--- src/source/rrv_defines.svh ---
`ifndef RRV_DEFINES_SVH
`define RRV_DEFINES_SVH

// ==============================
// memory sizes
// ==============================
`define RRV_IMEM_WORDS 1024            // 4 KB of instructions
`define RRV_DMEM_WORDS 1024            // 4 KB of data

// ==============================
// region bases, byte addresses
// ==============================
`define RRV_IMEM_BASE  32'h0000_0000
`define RRV_DMEM_BASE  32'h0000_1000
`define RRV_CR_BASE    32'h0000_2000   // led word then switch word

`define RRV_RF_NUM     16              // rv32e register count
`define RRV_RESET_PC   32'h0000_0000   // first fetch after RstPc

`endif

--- src/source/rrv_pkg.sv ---
package rrv_pkg;

   // ==============================
   // datapath widths
   // ==============================
   typedef logic [31:0] tWord;      // data word
   typedef logic [31:0] tAddr;      // byte address
   typedef logic [3:0]  tRegIdx;    // x0..x15 only

   // fabric request kind
   typedef enum logic {
      FabRead  = 1'b0,
      FabWrite = 1'b1
   } tFabOp;

   // ==============================
   // core sequencing
   // ==============================
   typedef enum logic [1:0] {
      Fetch,                        // pc out to i_mem
      Execute,                      // decode and alu
      Memory,                       // lw/sw on the data port
      Writeback                     // rf update, pc step
   } tCoreState;

endpackage

--- src/source/core_rrv.sv ---
`timescale 1ns/1ps
`include "rrv_defines.svh"

module core_rrv (
   input  logic          Clock,
   input  logic          arstN,
   input  logic          RstPc,                // park at reset pc
   // instruction side
   output rrv_pkg::tAddr pcQ100H,
   output logic          readyQ101H,           // fetch strobe
   input  rrv_pkg::tWord preInstructionQ101H,
   // data side
   output rrv_pkg::tAddr dMemAddressQ103H,
   output rrv_pkg::tWord dMemWrDataQ103H,
   output logic          dMemWrEnQ103H,
   output logic          dMemRdEnQ103H,
   input  rrv_pkg::tWord dMemRdRspQ105H,
   input  logic          dMemReady             // low on cr collision
);
   import rrv_pkg::*;

   // ==============================
   // opcodes
   // ==============================
   localparam logic [6:0] OpImm    = 7'b0010011;
   localparam logic [6:0] OpReg    = 7'b0110011;
   localparam logic [6:0] OpLui    = 7'b0110111;
   localparam logic [6:0] OpLoad   = 7'b0000011;
   localparam logic [6:0] OpStore  = 7'b0100011;
   localparam logic [6:0] OpBranch = 7'b1100011;
   localparam logic [6:0] OpJal    = 7'b1101111;

   tCoreState state;
   tWord      rf [`RRV_RF_NUM] = '{default: '0};   // x0 never written

   // execute to writeback
   tWord   resultQ;                 // alu result or load/store address
   tWord   storeDataQ;
   tAddr   nextPcQ;
   tRegIdx rdQ;
   logic   wbEnQ;
   logic   isLoadQ;
   logic   isStoreQ;

   // decode
   tWord       instr;
   logic [6:0] opcode;
   logic [2:0] funct3;
   logic [2:0] aluF3;
   tRegIdx     rs1;
   tRegIdx     rs2;
   tRegIdx     rd;
   tWord       rs1Val;
   tWord       rs2Val;
   tWord       immI;
   tWord       immS;
   tWord       immB;
   tWord       immJ;
   tWord       immU;
   tWord       aluB;
   tWord       aluOut;
   tWord       resultD;
   tAddr       nextPcD;
   logic       isOpImm;
   logic       isOp;
   logic       isLui;
   logic       isLoad;
   logic       isStore;
   logic       isBranch;
   logic       isJal;
   logic       takeBranch;
   logic       wbEnD;

   assign instr  = preInstructionQ101H;      // valid during Execute only
   assign opcode = instr[6:0];
   assign funct3 = instr[14:12];
   assign rd     = instr[10:7];              // upper index bit dropped, rv32e
   assign rs1    = instr[18:15];
   assign rs2    = instr[23:20];
   assign rs1Val = rf[rs1];
   assign rs2Val = rf[rs2];

   assign isOpImm  = opcode == OpImm;
   assign isOp     = opcode == OpReg;
   assign isLui    = opcode == OpLui;
   assign isLoad   = opcode == OpLoad;
   assign isStore  = opcode == OpStore;
   assign isBranch = opcode == OpBranch;
   assign isJal    = opcode == OpJal;
   assign wbEnD    = isOpImm || isOp || isLui || isLoad || isJal;   // unknown op is a no-op

   // ==============================
   // immediates
   // ==============================
   assign immI = {{20{instr[31]}}, instr[31:20]};
   assign immS = {{20{instr[31]}}, instr[31:25], instr[11:7]};
   assign immB = {{19{instr[31]}}, instr[31], instr[7], instr[30:25], instr[11:8], 1'b0};
   assign immJ = {{11{instr[31]}}, instr[31], instr[19:12], instr[20], instr[30:21], 1'b0};
   assign immU = {instr[31:12], 12'b0};

   always_comb begin
      aluB  = isOp ? rs2Val : (isStore ? immS : immI);
      aluF3 = (isOp || isOpImm) ? funct3 : 3'b000;   // ld/st need the add
      case (aluF3)
         3'b100:  aluOut = rs1Val ^ aluB;
         3'b110:  aluOut = rs1Val | aluB;
         3'b111:  aluOut = rs1Val & aluB;
         default: aluOut = (isOp && instr[30]) ? rs1Val - aluB : rs1Val + aluB;
      endcase
   end

   // beq on 000, bne on 001, other branch kinds fall through
   assign takeBranch = isBranch && ((funct3 == 3'b000 && rs1Val == rs2Val) ||
                                    (funct3 == 3'b001 && rs1Val != rs2Val));

   assign resultD = isLui ? immU : (isJal ? pcQ100H + 32'd4 : aluOut);   // jal links pc+4
   assign nextPcD = isJal      ? pcQ100H + immJ :
                    takeBranch ? pcQ100H + immB :
                                 pcQ100H + 32'd4;

   // ==============================
   // state machine
   // ==============================
   always_ff @(posedge Clock or negedge arstN) begin
      if (!arstN) begin
         state   <= Fetch;
         pcQ100H <= `RRV_RESET_PC;
      end else if (RstPc) begin
         state   <= Fetch;                          // loading phase
         pcQ100H <= `RRV_RESET_PC;
      end else begin
         case (state)
            Fetch:   state <= Execute;              // instr arrives next cycle
            Execute: state <= (isLoad || isStore) ? Memory : Writeback;
            Memory: begin
               if (dMemReady) begin
                  state <= Writeback;               // else retry the access
               end
            end
            default: begin
               pcQ100H <= nextPcQ;
               state   <= Fetch;
            end
         endcase
      end
   end

   always_ff @(posedge Clock) begin
      if (state == Execute) begin
         resultQ    <= resultD;
         storeDataQ <= rs2Val;
         nextPcQ    <= nextPcD;
         rdQ        <= rd;
         wbEnQ      <= wbEnD;
         isLoadQ    <= isLoad;
         isStoreQ   <= isStore;
      end
      if (state == Writeback && !RstPc && wbEnQ && rdQ != '0) begin
         rf[rdQ] <= isLoadQ ? dMemRdRspQ105H : resultQ;   // load data lands now
      end
   end

   assign readyQ101H       = (state == Fetch) && !RstPc;
   assign dMemAddressQ103H = resultQ;
   assign dMemWrDataQ103H  = storeDataQ;
   assign dMemWrEnQ103H    = (state == Memory) && isStoreQ && !RstPc;
   assign dMemRdEnQ103H    = (state == Memory) && isLoadQ && !RstPc;

   aRdWrExcl: assert property (@(posedge Clock) disable iff (!arstN)
      !(dMemRdEnQ103H && dMemWrEnQ103H));
   aWordAlign: assert property (@(posedge Clock) disable iff (!arstN)
      (dMemRdEnQ103H || dMemWrEnQ103H) |-> dMemAddressQ103H[1:0] == 2'b00);

endmodule

--- config.mk ---
export PLATFORM = sky130hd
export DESIGN_NAME = core_rrv
export DESIGN_NICKNAME = d
export VERILOG_FILES = /design/src/source/rrv_pkg.sv /design/src/source/core_rrv.sv
export VERILOG_INCLUDE_DIRS = /design/src /design/src/source
export SDC_FILE = /design/constraint.sdc
export NUM_CORES = 1
export LEC_CHECK = 0
export ABC_AREA = 1
export BUFFER_PORTS_ARGS = -buffer_cell sky130_fd_sc_hd__buf_2
export CORE_ASPECT_RATIO = 0.9
export CORE_UTILIZATION = 25
export DETAILED_ROUTE_END_ITERATION = 16
export PLACE_DENSITY_LB_ADDON = 0.25
export SLEW_MARGIN = 20
export SYNTH_ARGS = -nofsm -noshare
export SYNTH_HDL_FRONTEND = slang
export SYNTH_SLANG_ARGS = --single-unit
--- constraint.sdc ---
create_clock -name Clock -period 4 [get_ports Clock]
set_input_delay 0.2 -clock Clock [delete_from_list [all_inputs] [get_ports Clock]]
set_output_delay 0.2 -clock Clock [all_outputs]
set_load 0.02 [all_outputs]
# --- Word level (Yosys, flattened, before mapping) ---
# Memory sizes are Yosys's and may differ from the RTL's.
# Cells that the tools add are included.
op_classes:
  addsub: 5
  n_eq_ne: 18
  n_mux: 18
  n_bitwise: 3
  reduce_logical: 23
ops:
  columns: ["op", "n"]
  rows:
  - ["32-bit 2-to-1 mux", 9]
  - ["32-bit adder", 3]
  - ["32-bit one-hot mux with 3 select lines", 1]
  - ["32-bit by 3-bit adder with 32-bit output (second input constant)", 1]
  - ["32-bit bitwise AND", 1]
  - ["32-bit == test", 1]
  - ["32-bit != test", 1]
  - ["32-bit bitwise OR", 1]
  - ["32-bit subtractor", 1]
  - ["32-bit bitwise XOR", 1]
  - ["7-bit by 6-bit == test with 1-bit output (second input constant)", 3]
  - ["7-bit == test (second input constant)", 2]
  - ["1-bit logical AND", 12]
  - ["3-bit == test (second input constant)", 3]
  - ["7-bit by 2-bit == test with 1-bit output (second input constant)", 1]
  - ["7-bit by 5-bit == test with 1-bit output (second input constant)", 1]
  - ["1-bit logical OR", 6]
  - ["2-bit one-hot mux with 3 select lines", 1]
  - ["5-bit 2-to-1 mux", 1]
  - ["2-bit == test (second input constant)", 2]
  - ["2-bit 2-to-1 mux", 2]
  - ["4-bit nonzero test", 1]
  - ["3-bit by 1-bit == test with 1-bit output (second input constant)", 1]
  - ["3-bit logical NOT", 1]
  - ["other kinds (8)", 10]
word_totals:
  register_bits: 137
  ram_bits: 512
  inputBits: 68
  output_inout_bits: 99
  mem_count: 1
memory_table:
  columns: ["memory", "words", "word_bits", "read_ports", "rd_clocked_by_memory_dff", "wr", "line_no", "source"]
  rows:
  - ["rf", 16, 32, 2, 0, 1, "core_rrv.sv:34", "tWord rf [`RRV_RF_NUM] = '{default: '0};"]

# --- Depth between registers and ports, before layout ---
# Gate-level depths: netlist (run 1).
depth:
  ltp_word: 8
  mapped_depth: 35

# --- Worst setup path before layout (run 1) ---
# OpenSTA, ideal clock, no wires.
synth_timing:
  kind: "input to register"
  start: "input preInstructionQ101H[1]"
  end: "register resultQ[21], in the netlist dMemAddressQ103H[21], data pin"
  setup_ps: 252
  arrival_time_ps: 3866
  setup_slack_ps: -118
  cell_stages: 28
  path_cell_list: "nand2_1 > nor2_1 > nand2_1 > nor2_4 > nand3_2 > buf_2 > buf_2 > nor2_2 > clkinv_1 > clkbuf_1 > nand2_1 > xnor2_1 > ha_1 > a21oi_1 > nand2_1 > a21oi_1 > o21ai_0 > inv_1 > o21ai_0 > nand2_1 > nand2_1 > a21oi_1 > o21ai_0 > or2_2 > nand3_1 > nand2_1 > nand2_1 > nand2_1"
synth_between:
  elab_chain_len: 8
  word_cells_on_any_way: 22
  classes_between: "2 x add/sub; 8 x eq/ne; 7 x mux; 3 x bitwise; 2 x reduce/logical"
synth_rtl:
  columns: ["element", "line_no", "source"]
  rows:
  - ["start: declaration", "core_rrv.sv:11", "input rrv_pkg::tWord preInstructionQ101H,"]
  - ["7-bit by 6-bit == test with 1-bit output", "core_rrv.sv:87", "assign isStore = opcode == OpStore;"]
  - ["5-bit 2-to-1 mux", "core_rrv.sv:102", "aluB = isOp ? rs2Val : (isStore ? immS : immI);"]
  - ["32-bit 2-to-1 mux", "core_rrv.sv:102", null]
  - ["32-bit adder or 32-bit subtractor (tied branches)", "core_rrv.sv:108", "default: aluOut = (isOp && instr[30]) ? rs1Val - aluB : rs1Val + aluB;"]
  - ["32-bit 2-to-1 mux", "core_rrv.sv:108", null]
  - ["32-bit one-hot mux with 3 select lines", "core_rrv.sv:104", "case (aluF3)"]
  - ["32-bit 2-to-1 mux", "core_rrv.sv:116", "assign resultD = isLui ? immU : (isJal ? pcQ100H + 32'd4 : aluOut);"]
  - ["32-bit 2-to-1 mux *", "core_rrv.sv:116", null]
  - ["via resultD[21]", "core_rrv.sv:62", "tWord resultD;"]
  - ["end signal: assignment", "core_rrv.sv:150", "resultQ <= resultD;"]
  - ["end: declaration", "core_rrv.sv:37", "tWord resultQ;"]
# The timed path passes the listed nets; every way through them passes the cells marked *.
# A chain may end at the register's enable or synchronous reset.

==> reports/metrics.cfg, run 1 <==
[run_status]
status=complete, but fails checks
violations=setup timing

[floorplanning]
start_util=0.2520
core-area_um2=162000
rows=140
dieArea_um2=165000
die_h_um=385.4
die_w_um=428.0
io_pins=167

[yosys]
synth_area_per_cell_um2=8.342
ys_seq_area_frac=0.4731
netlist.area_leader.share=0.4522
syn_inst=4895
synth_ff_type=edfxtp_1
synth_edf_count=615
synth_top_cell_by_area=edfxtp_1
synthTopCellsByArea=edfxtp_1, nand2_1, nand3_1, inv_1, ha_1
synth.most_common_cell=nand2_1
yosysWarnings=0
syn-cell-area_um2=40840
synth_cell_types=49
ys_seq_elements=649
synthArstFlopShare=0.05239
synthTopCellsByCount=nand2_1, nand3_1, edfxtp_1

[drt]
wl_um=172200
vias_per_cell=4.911
dr_total_vias=37966
drtIter0Drc=3784
ant_nets=0
drcViolationCount=0
wl_per_cell_um=22.27
drtPass1Iterations=6

[place]
io_buffers=166
finalWeightedCongestion=0.9408
placed_cells=7540
hpwl_um=122000

[clock_network]
cts_tree=built
clk_latency_ns=0.70
cts_root_buf=clkbuf_16
clockBufferDepth=3
clock_sinks=649
clkTransAtPathRegs_ns=0.07
htreeDepth=3
cts_made_buffers=78

[power]
leakagePower_nw=22.45
p_clk_frac=0.323
p_switching_mw=7.547
p_int_mw=14.85
seq_power_share=0.404
peakVddDrop_mv=0.6858
totalPowerFinal_mw=22.40
comb_power_share=0.273
power.density_nw_per_um2=426.6
swShare=0.3369

[timing]
hold_ws_ns=0.1148
maxSlewViolCount=0
finalSetupTns_ns=-2.525
setup_viol=16
post-route-period-util=1.073
slew_headroom=0.2559
post-route-min-period_ns=4.291
fmax_mhz=233.0
worst_slack_ns=-0.2914
final_hold_viol_count=0
rsz0062_at_grt=yes
worst_pin_slew_ns=1.116
finClkSkew_ns=0.04241

[worst_setup_path]
cpMaxStageDelayCell=edfxtp_1
cpMostUsedCell=nand3_1
startpoint_type=flop
path_class=reg -> reg
critPathMaxFanout=4
reg2reg_from=rf[4][3]
end_kind=flop
cpPeakStageDelay_ns=0.41
cp-startpoint=rf[4][3]
required_ns=4.45
arrival_ns=4.74

[final_layout]
area_growth_pct=28.60
nNetsFinal=5755
drive_gt1_frac=0.2166
final_cells=7731
final_core_util=0.3241
n_fill_cell=16910
ff_latch_area_um2=19320
multiInputGateArea_um2=19180

[worst_hold_path]
worstHoldPathType=in -> reg
hp-start=preInstructionQ101H[29]

[global_route]
grt_max_degree=103
grtUsageTotal=0.2032
grt_pass1_vias=35712
grt_pass1_wl_um=246900
antenna_found_initial=6
grt_overflow=0

[flow_run]
maxCapViolCount=0

cell families (layout without fill, tap and decap cells):
kind of cell             Yosys count  after routing  synth area share
AND/OR/NAND/NOR                 2257           2257            0.2375
buffers and inverters            860           1534           0.09076
AO/OA/AOI/OAI                    832            832            0.1210
other                              1             33        0.00009183
flip-flops                       649            649            0.4731
adder cells (fa/ha/maj)          148            148           0.04590
XOR/XNOR                         148            148           0.03174
repair_timing:
action,CTS,global route
setup endpoints to repair,22,23
cloned,0,0
pin swaps,73,99
resized for setup,171,165
hold buffers,11,0
setup buffers,22,19
endpoints found under the hold margin,43,0
path summary, 6_finish.rpt:
kind                                        end  slack (ns)  depth (start not counted)
max                        dMemAddressQ103H[26]       -0.29                         30
min                        dMemAddressQ103H[29]        0.11                          4
max reg2reg                dMemAddressQ103H[26]       -0.29                         30
min reg2reg                          nextPcQ[0]        0.48                          0
max in group asynchronous           pcQ100H[26]        3.38                          3
min in group asynchronous           pcQ100H[22]        0.16                          3
state kept, by name (all words and copies together), names as in the netlist, 2 cells and up:
| register | flops |
|---|---|
| pcQ100H | 32 |
| dMemWrDataQ103H | 32 |
| dMemAddressQ103H | 32 |
| rdQ | 4 |
| rf | 512 |
| state | 2 |
| nextPcQ | 32 |
cells in the final DEF, fill, tap and decap left out, drive strengths merged, types with 3 or more instances in the layout:
cell,netlist,layout
edfxtp,615,615
a21oi,259,259
nand3,684,684
ha,145,145
o21bai,3,3
nand2,1139,1139
clkinv,3,33
o21a,6,6
nor2,297,297
nor3,34,34
a211oi,5,5
conb,1,32
buf,185,798
dlygate4sd3,0,11
xnor2,49,49
a31oi,10,10
o211ai,222,222
clkbuf,91,99
fa,3,3
a21boi,6,6
o22ai,5,5
bufinv,0,8
dfrtp,34,34
xor2,99,99
nand4,18,18
a221oi,20,20
inv,581,583
or2,69,69
nor4,11,11
a21o,5,5
o21ai,279,279
a22oi,4,4
nand3b,5,5
metal layers:
layer / vias up / GRT usage / part of all wire
met4: 4 / 0.05476 / 0.025
met5: - / 0 / 0.00012
met1: 18566 / 0.2863 / 0.46
met2: 1241 / 0.3288 / 0.46
li1: 17937 / - / -
met3: 218 / 0.02270 / 0.056
metrics by stage:
stage          area [um^2]  setup WS (ns)
3_3_place_gp         48360         -1.242
3_5_place_dp         48360         -1.179
4_1_cts              51720        -0.3067
5_1_grt              52510        -0.5433
6_report             52510        -0.2914
2_1_floorplan        40960        0.06341
layout make-up:
| cell class | count | area share |
|---|---|---|
| sequential | 649 | 0.3679 |
| multi-input combinational | 3417 | 0.3653 |
| timing repair buffer | 809 | 0.1259 |
| tap | 2130 | 0.05075 |
| inverter | 584 | 0.04210 |
| clock buffer | 99 | 0.03986 |
| clock inverter | 42 | 0.008220 |
| antenna | 1 | 0.00004765 |
power by group through the flow:
stage | clock network, mW | logic (mW) | registers (mW)
2_1_floorplan | 0 | 2.74 | 9.31
3_3_place_gp | 0 | 5.75 | 9.20
3_5_place_dp | 0 | 5.74 | 9.20
4_1_cts | 7.36 | 5.93 | 9.07
5_1_grt | 7.62 | 6.61 | 9.09
6_report | 7.23 | 6.11 | 9.06
critical path: cells and delay by family, from the launching register on:
kind	cells	cell delay (ns)
AND/OR/NAND/NOR	21	2.16
AO/OA/AOI/OAI	4	0.72
buffers and inverters	3	0.29
flip-flops	1	0.41
adder cells (fa/ha/maj)	1	0.36
XOR/XNOR	1	0.07
No activity file was read; power rests on OpenSTA's default activity.
==> run 2, diff against run 1 <==
--- a/config.mk
+++ b/config.mk
@@ -12,6 +12,7 @@
 export CORE_UTILIZATION = 25
 export DETAILED_ROUTE_END_ITERATION = 16
 export PLACE_DENSITY_LB_ADDON = 0.25
+export SKIP_CTS_REPAIR_TIMING = 1
 export SLEW_MARGIN = 20
 export SYNTH_ARGS = -nofsm -noshare
 export SYNTH_HDL_FRONTEND = slang
==> run 2 against run 1 <==
  * Highest routed layer unchanged
  * Global-route usage decreased by 0.098 points
  * The flow still finishes with violations (setup timing)
  * Maximum frequency decreased by 1.1%
  * Sequential share of layout area about the same
  * Clock power about the same
  * Critical path depth decreased by 1
  * Sequential power about the same
==> reports/metrics.cfg, run 2 (same netlist as run 1, synthesis figures left out) <==
[run_status]
status=complete, but fails checks  ; unchanged
violations=setup timing  ; unchanged

[final_layout]
top_register=rf  ; unchanged
largest_register_ffs=512  ; unchanged
n_fill_cell=16906  ; about the same
drive_gt1_frac=0.2202  ; was 0.2166
ff_latch_area_um2=19320  ; unchanged
final_cells=7714  ; was 7731
final_cell_mix=nand2_1, nand3_1, edfxtp_1  ; unchanged
nNetsFinal=5737  ; was 5755
area_growth_pct=28.70  ; was 28.60%
final_common_cell=nand2_1  ; unchanged
multiInputGateArea_um2=19360  ; was 19180 um^2

[clock_network]
htreeDepth=3  ; unchanged
cts_tree=built  ; unchanged
cts_root_buf=clkbuf_16  ; unchanged
clk_latency_ns=0.70  ; about the same
cts_made_buffers=78  ; unchanged
clkTransAtPathRegs_ns=0.06  ; was 0.07 ns
clock_sinks=649  ; unchanged
clockBufferDepth=3  ; unchanged

[timing]
post-route-min-period_ns=4.341  ; was 4.291 ns
maxSlewViolCount=0  ; unchanged
final_hold_viol_count=0  ; unchanged
slew_headroom=0.2624  ; was 0.2559
post-route-period-util=1.085  ; was 1.073
fmax_mhz=230.4  ; was 233.0 MHz
rsz0062_at_grt=yes  ; unchanged
finalSetupTns_ns=-2.607  ; was -2.525 ns
worst_slack_ns=-0.3410  ; was -0.2914 ns
hold_ws_ns=0.05084  ; was 0.1148 ns
finClkSkew_ns=0.04018  ; was 0.04241 ns
setup_viol=16  ; unchanged
worst_pin_slew_ns=1.106  ; was 1.116 ns

[worst_setup_path]
arrival_ns=4.78  ; was 4.74 ns
cpMaxStageDelayCell=edfxtp_1  ; unchanged
startpoint_type=flop  ; unchanged
critPathMaxFanout=4  ; unchanged
end_kind=flop  ; unchanged
path_class=reg -> reg  ; unchanged
cpMostUsedCell=nand3_2  ; was nand3_1
crit_cells=29  ; was 30
cp_num_buf_inv=4  ; was 3
cp_top_family=simple AND/OR/NAND/NOR gates  ; unchanged
r2r_cells=29  ; was 30
cpPeakStageDelay_ns=0.42  ; was 0.41 ns
required_ns=4.44  ; was 4.45 ns

[worst_hold_path]
holdPathStages=3  ; was 4
worstHoldPathType=in -> reg  ; unchanged

[floorplanning]
start_util=0.2520  ; unchanged
dieArea_um2=165000  ; unchanged
die_h_um=385.4  ; unchanged
io_pins=167  ; unchanged
rows=140  ; unchanged
die_w_um=428.0  ; unchanged
core-area_um2=162000  ; unchanged

[drt]
wl_um=172000  ; was 172200 um
ant_nets=0  ; unchanged
drtPass1Iterations=6  ; unchanged
drtIter0Drc=3768  ; was 3784
vias_per_cell=4.904  ; was 4.911
wl_per_cell_um=22.30  ; was 22.27 um
dr_total_vias=37828  ; was 37.97k
drcViolationCount=0  ; unchanged

[power]
power.density_nw_per_um2=426.9  ; was 426.6 nW/um^2
totalPowerFinal_mw=22.44  ; was 22.40 mW
peakVddDrop_mv=0.6844  ; was 0.6858 mV
leakagePower_nw=22.42  ; was 22.45 nW

[global_route]
grt_max_degree=103  ; unchanged
grt_pass1_wl_um=245500  ; was 246900 um
grtUsageTotal=0.2022  ; was 0.2032
antenna_found_initial=7  ; was 6
grt_pass1_vias=35368  ; was 35.71k
grt_overflow=0  ; unchanged

[place]
pre_cts_ws_ns=-1.179  ; unchanged
hpwl_um=122000  ; unchanged
placed_cells=7540  ; unchanged
io_buffers=166  ; unchanged
finalWeightedCongestion=0.9408  ; unchanged

[flow_run]
maxCapViolCount=0  ; unchanged

## run 2: tightest hold or removal path: cells and delay by family
family,cells,cell delay (ns)
buf+inv,2,0.29
simple gates,1,0.07
## run 2: final timing paths
kind,from,to,slack [ns]
min reg2reg,pcQ100H[0],nextPcQ[0],0.48
min in group asynchronous,arstN,pcQ100H[22],0.17
min,preInstructionQ101H[4],isLoadQ,0.05
max,rf[8][1],dMemAddressQ103H[26],-0.34
max reg2reg,rf[8][1],dMemAddressQ103H[26],-0.34
max in group asynchronous,arstN,pcQ100H[26],3.36
## run 2: metrics by stage
| stage | utilization | cell area (um^2) |
|---|---|---|
| finish | 0.3244 | 52560 |
| global route | 0.3243 | 52550 |
| CTS | 0.3141 | 50890 |
| detailed placement | 0.2985 | 48360 |
| global placement | 0.2985 | 48360 |
| floorplan | - | 40960 |
## run 2: layout make-up
type | instances | area share
Antenna cell | 2 | 0.00009523
Clock buffer | 99 | 0.03983
Clock inverter | 42 | 0.008214
Inverter | 584 | 0.04202
Multi-Input combinational cell | 3417 | 0.3684
Sequential cell | 649 | 0.3676
Tap cell | 2130 | 0.05071
Timing Repair Buffer | 791 | 0.1231
## run 2: layer usage
| metal | up-vias | track usage | share of wire |
|---|---|---|---|
| li1 | 17905 | - | - |
| met5 | - | 0 | 0.000047 |
| met2 | 1201 | 0.3259 | 0.46 |
| met4 | 2 | 0.05542 | 0.027 |
| met3 | 216 | 0.02216 | 0.051 |
| met1 | 18504 | 0.2859 | 0.47 |
## run 2: power breakdown
part           total [mW]  internal, mW  switching, mW
Clock                7.24          4.22           3.02
Sequential           9.05          8.66          0.390
Combinational        6.15          1.98           4.17
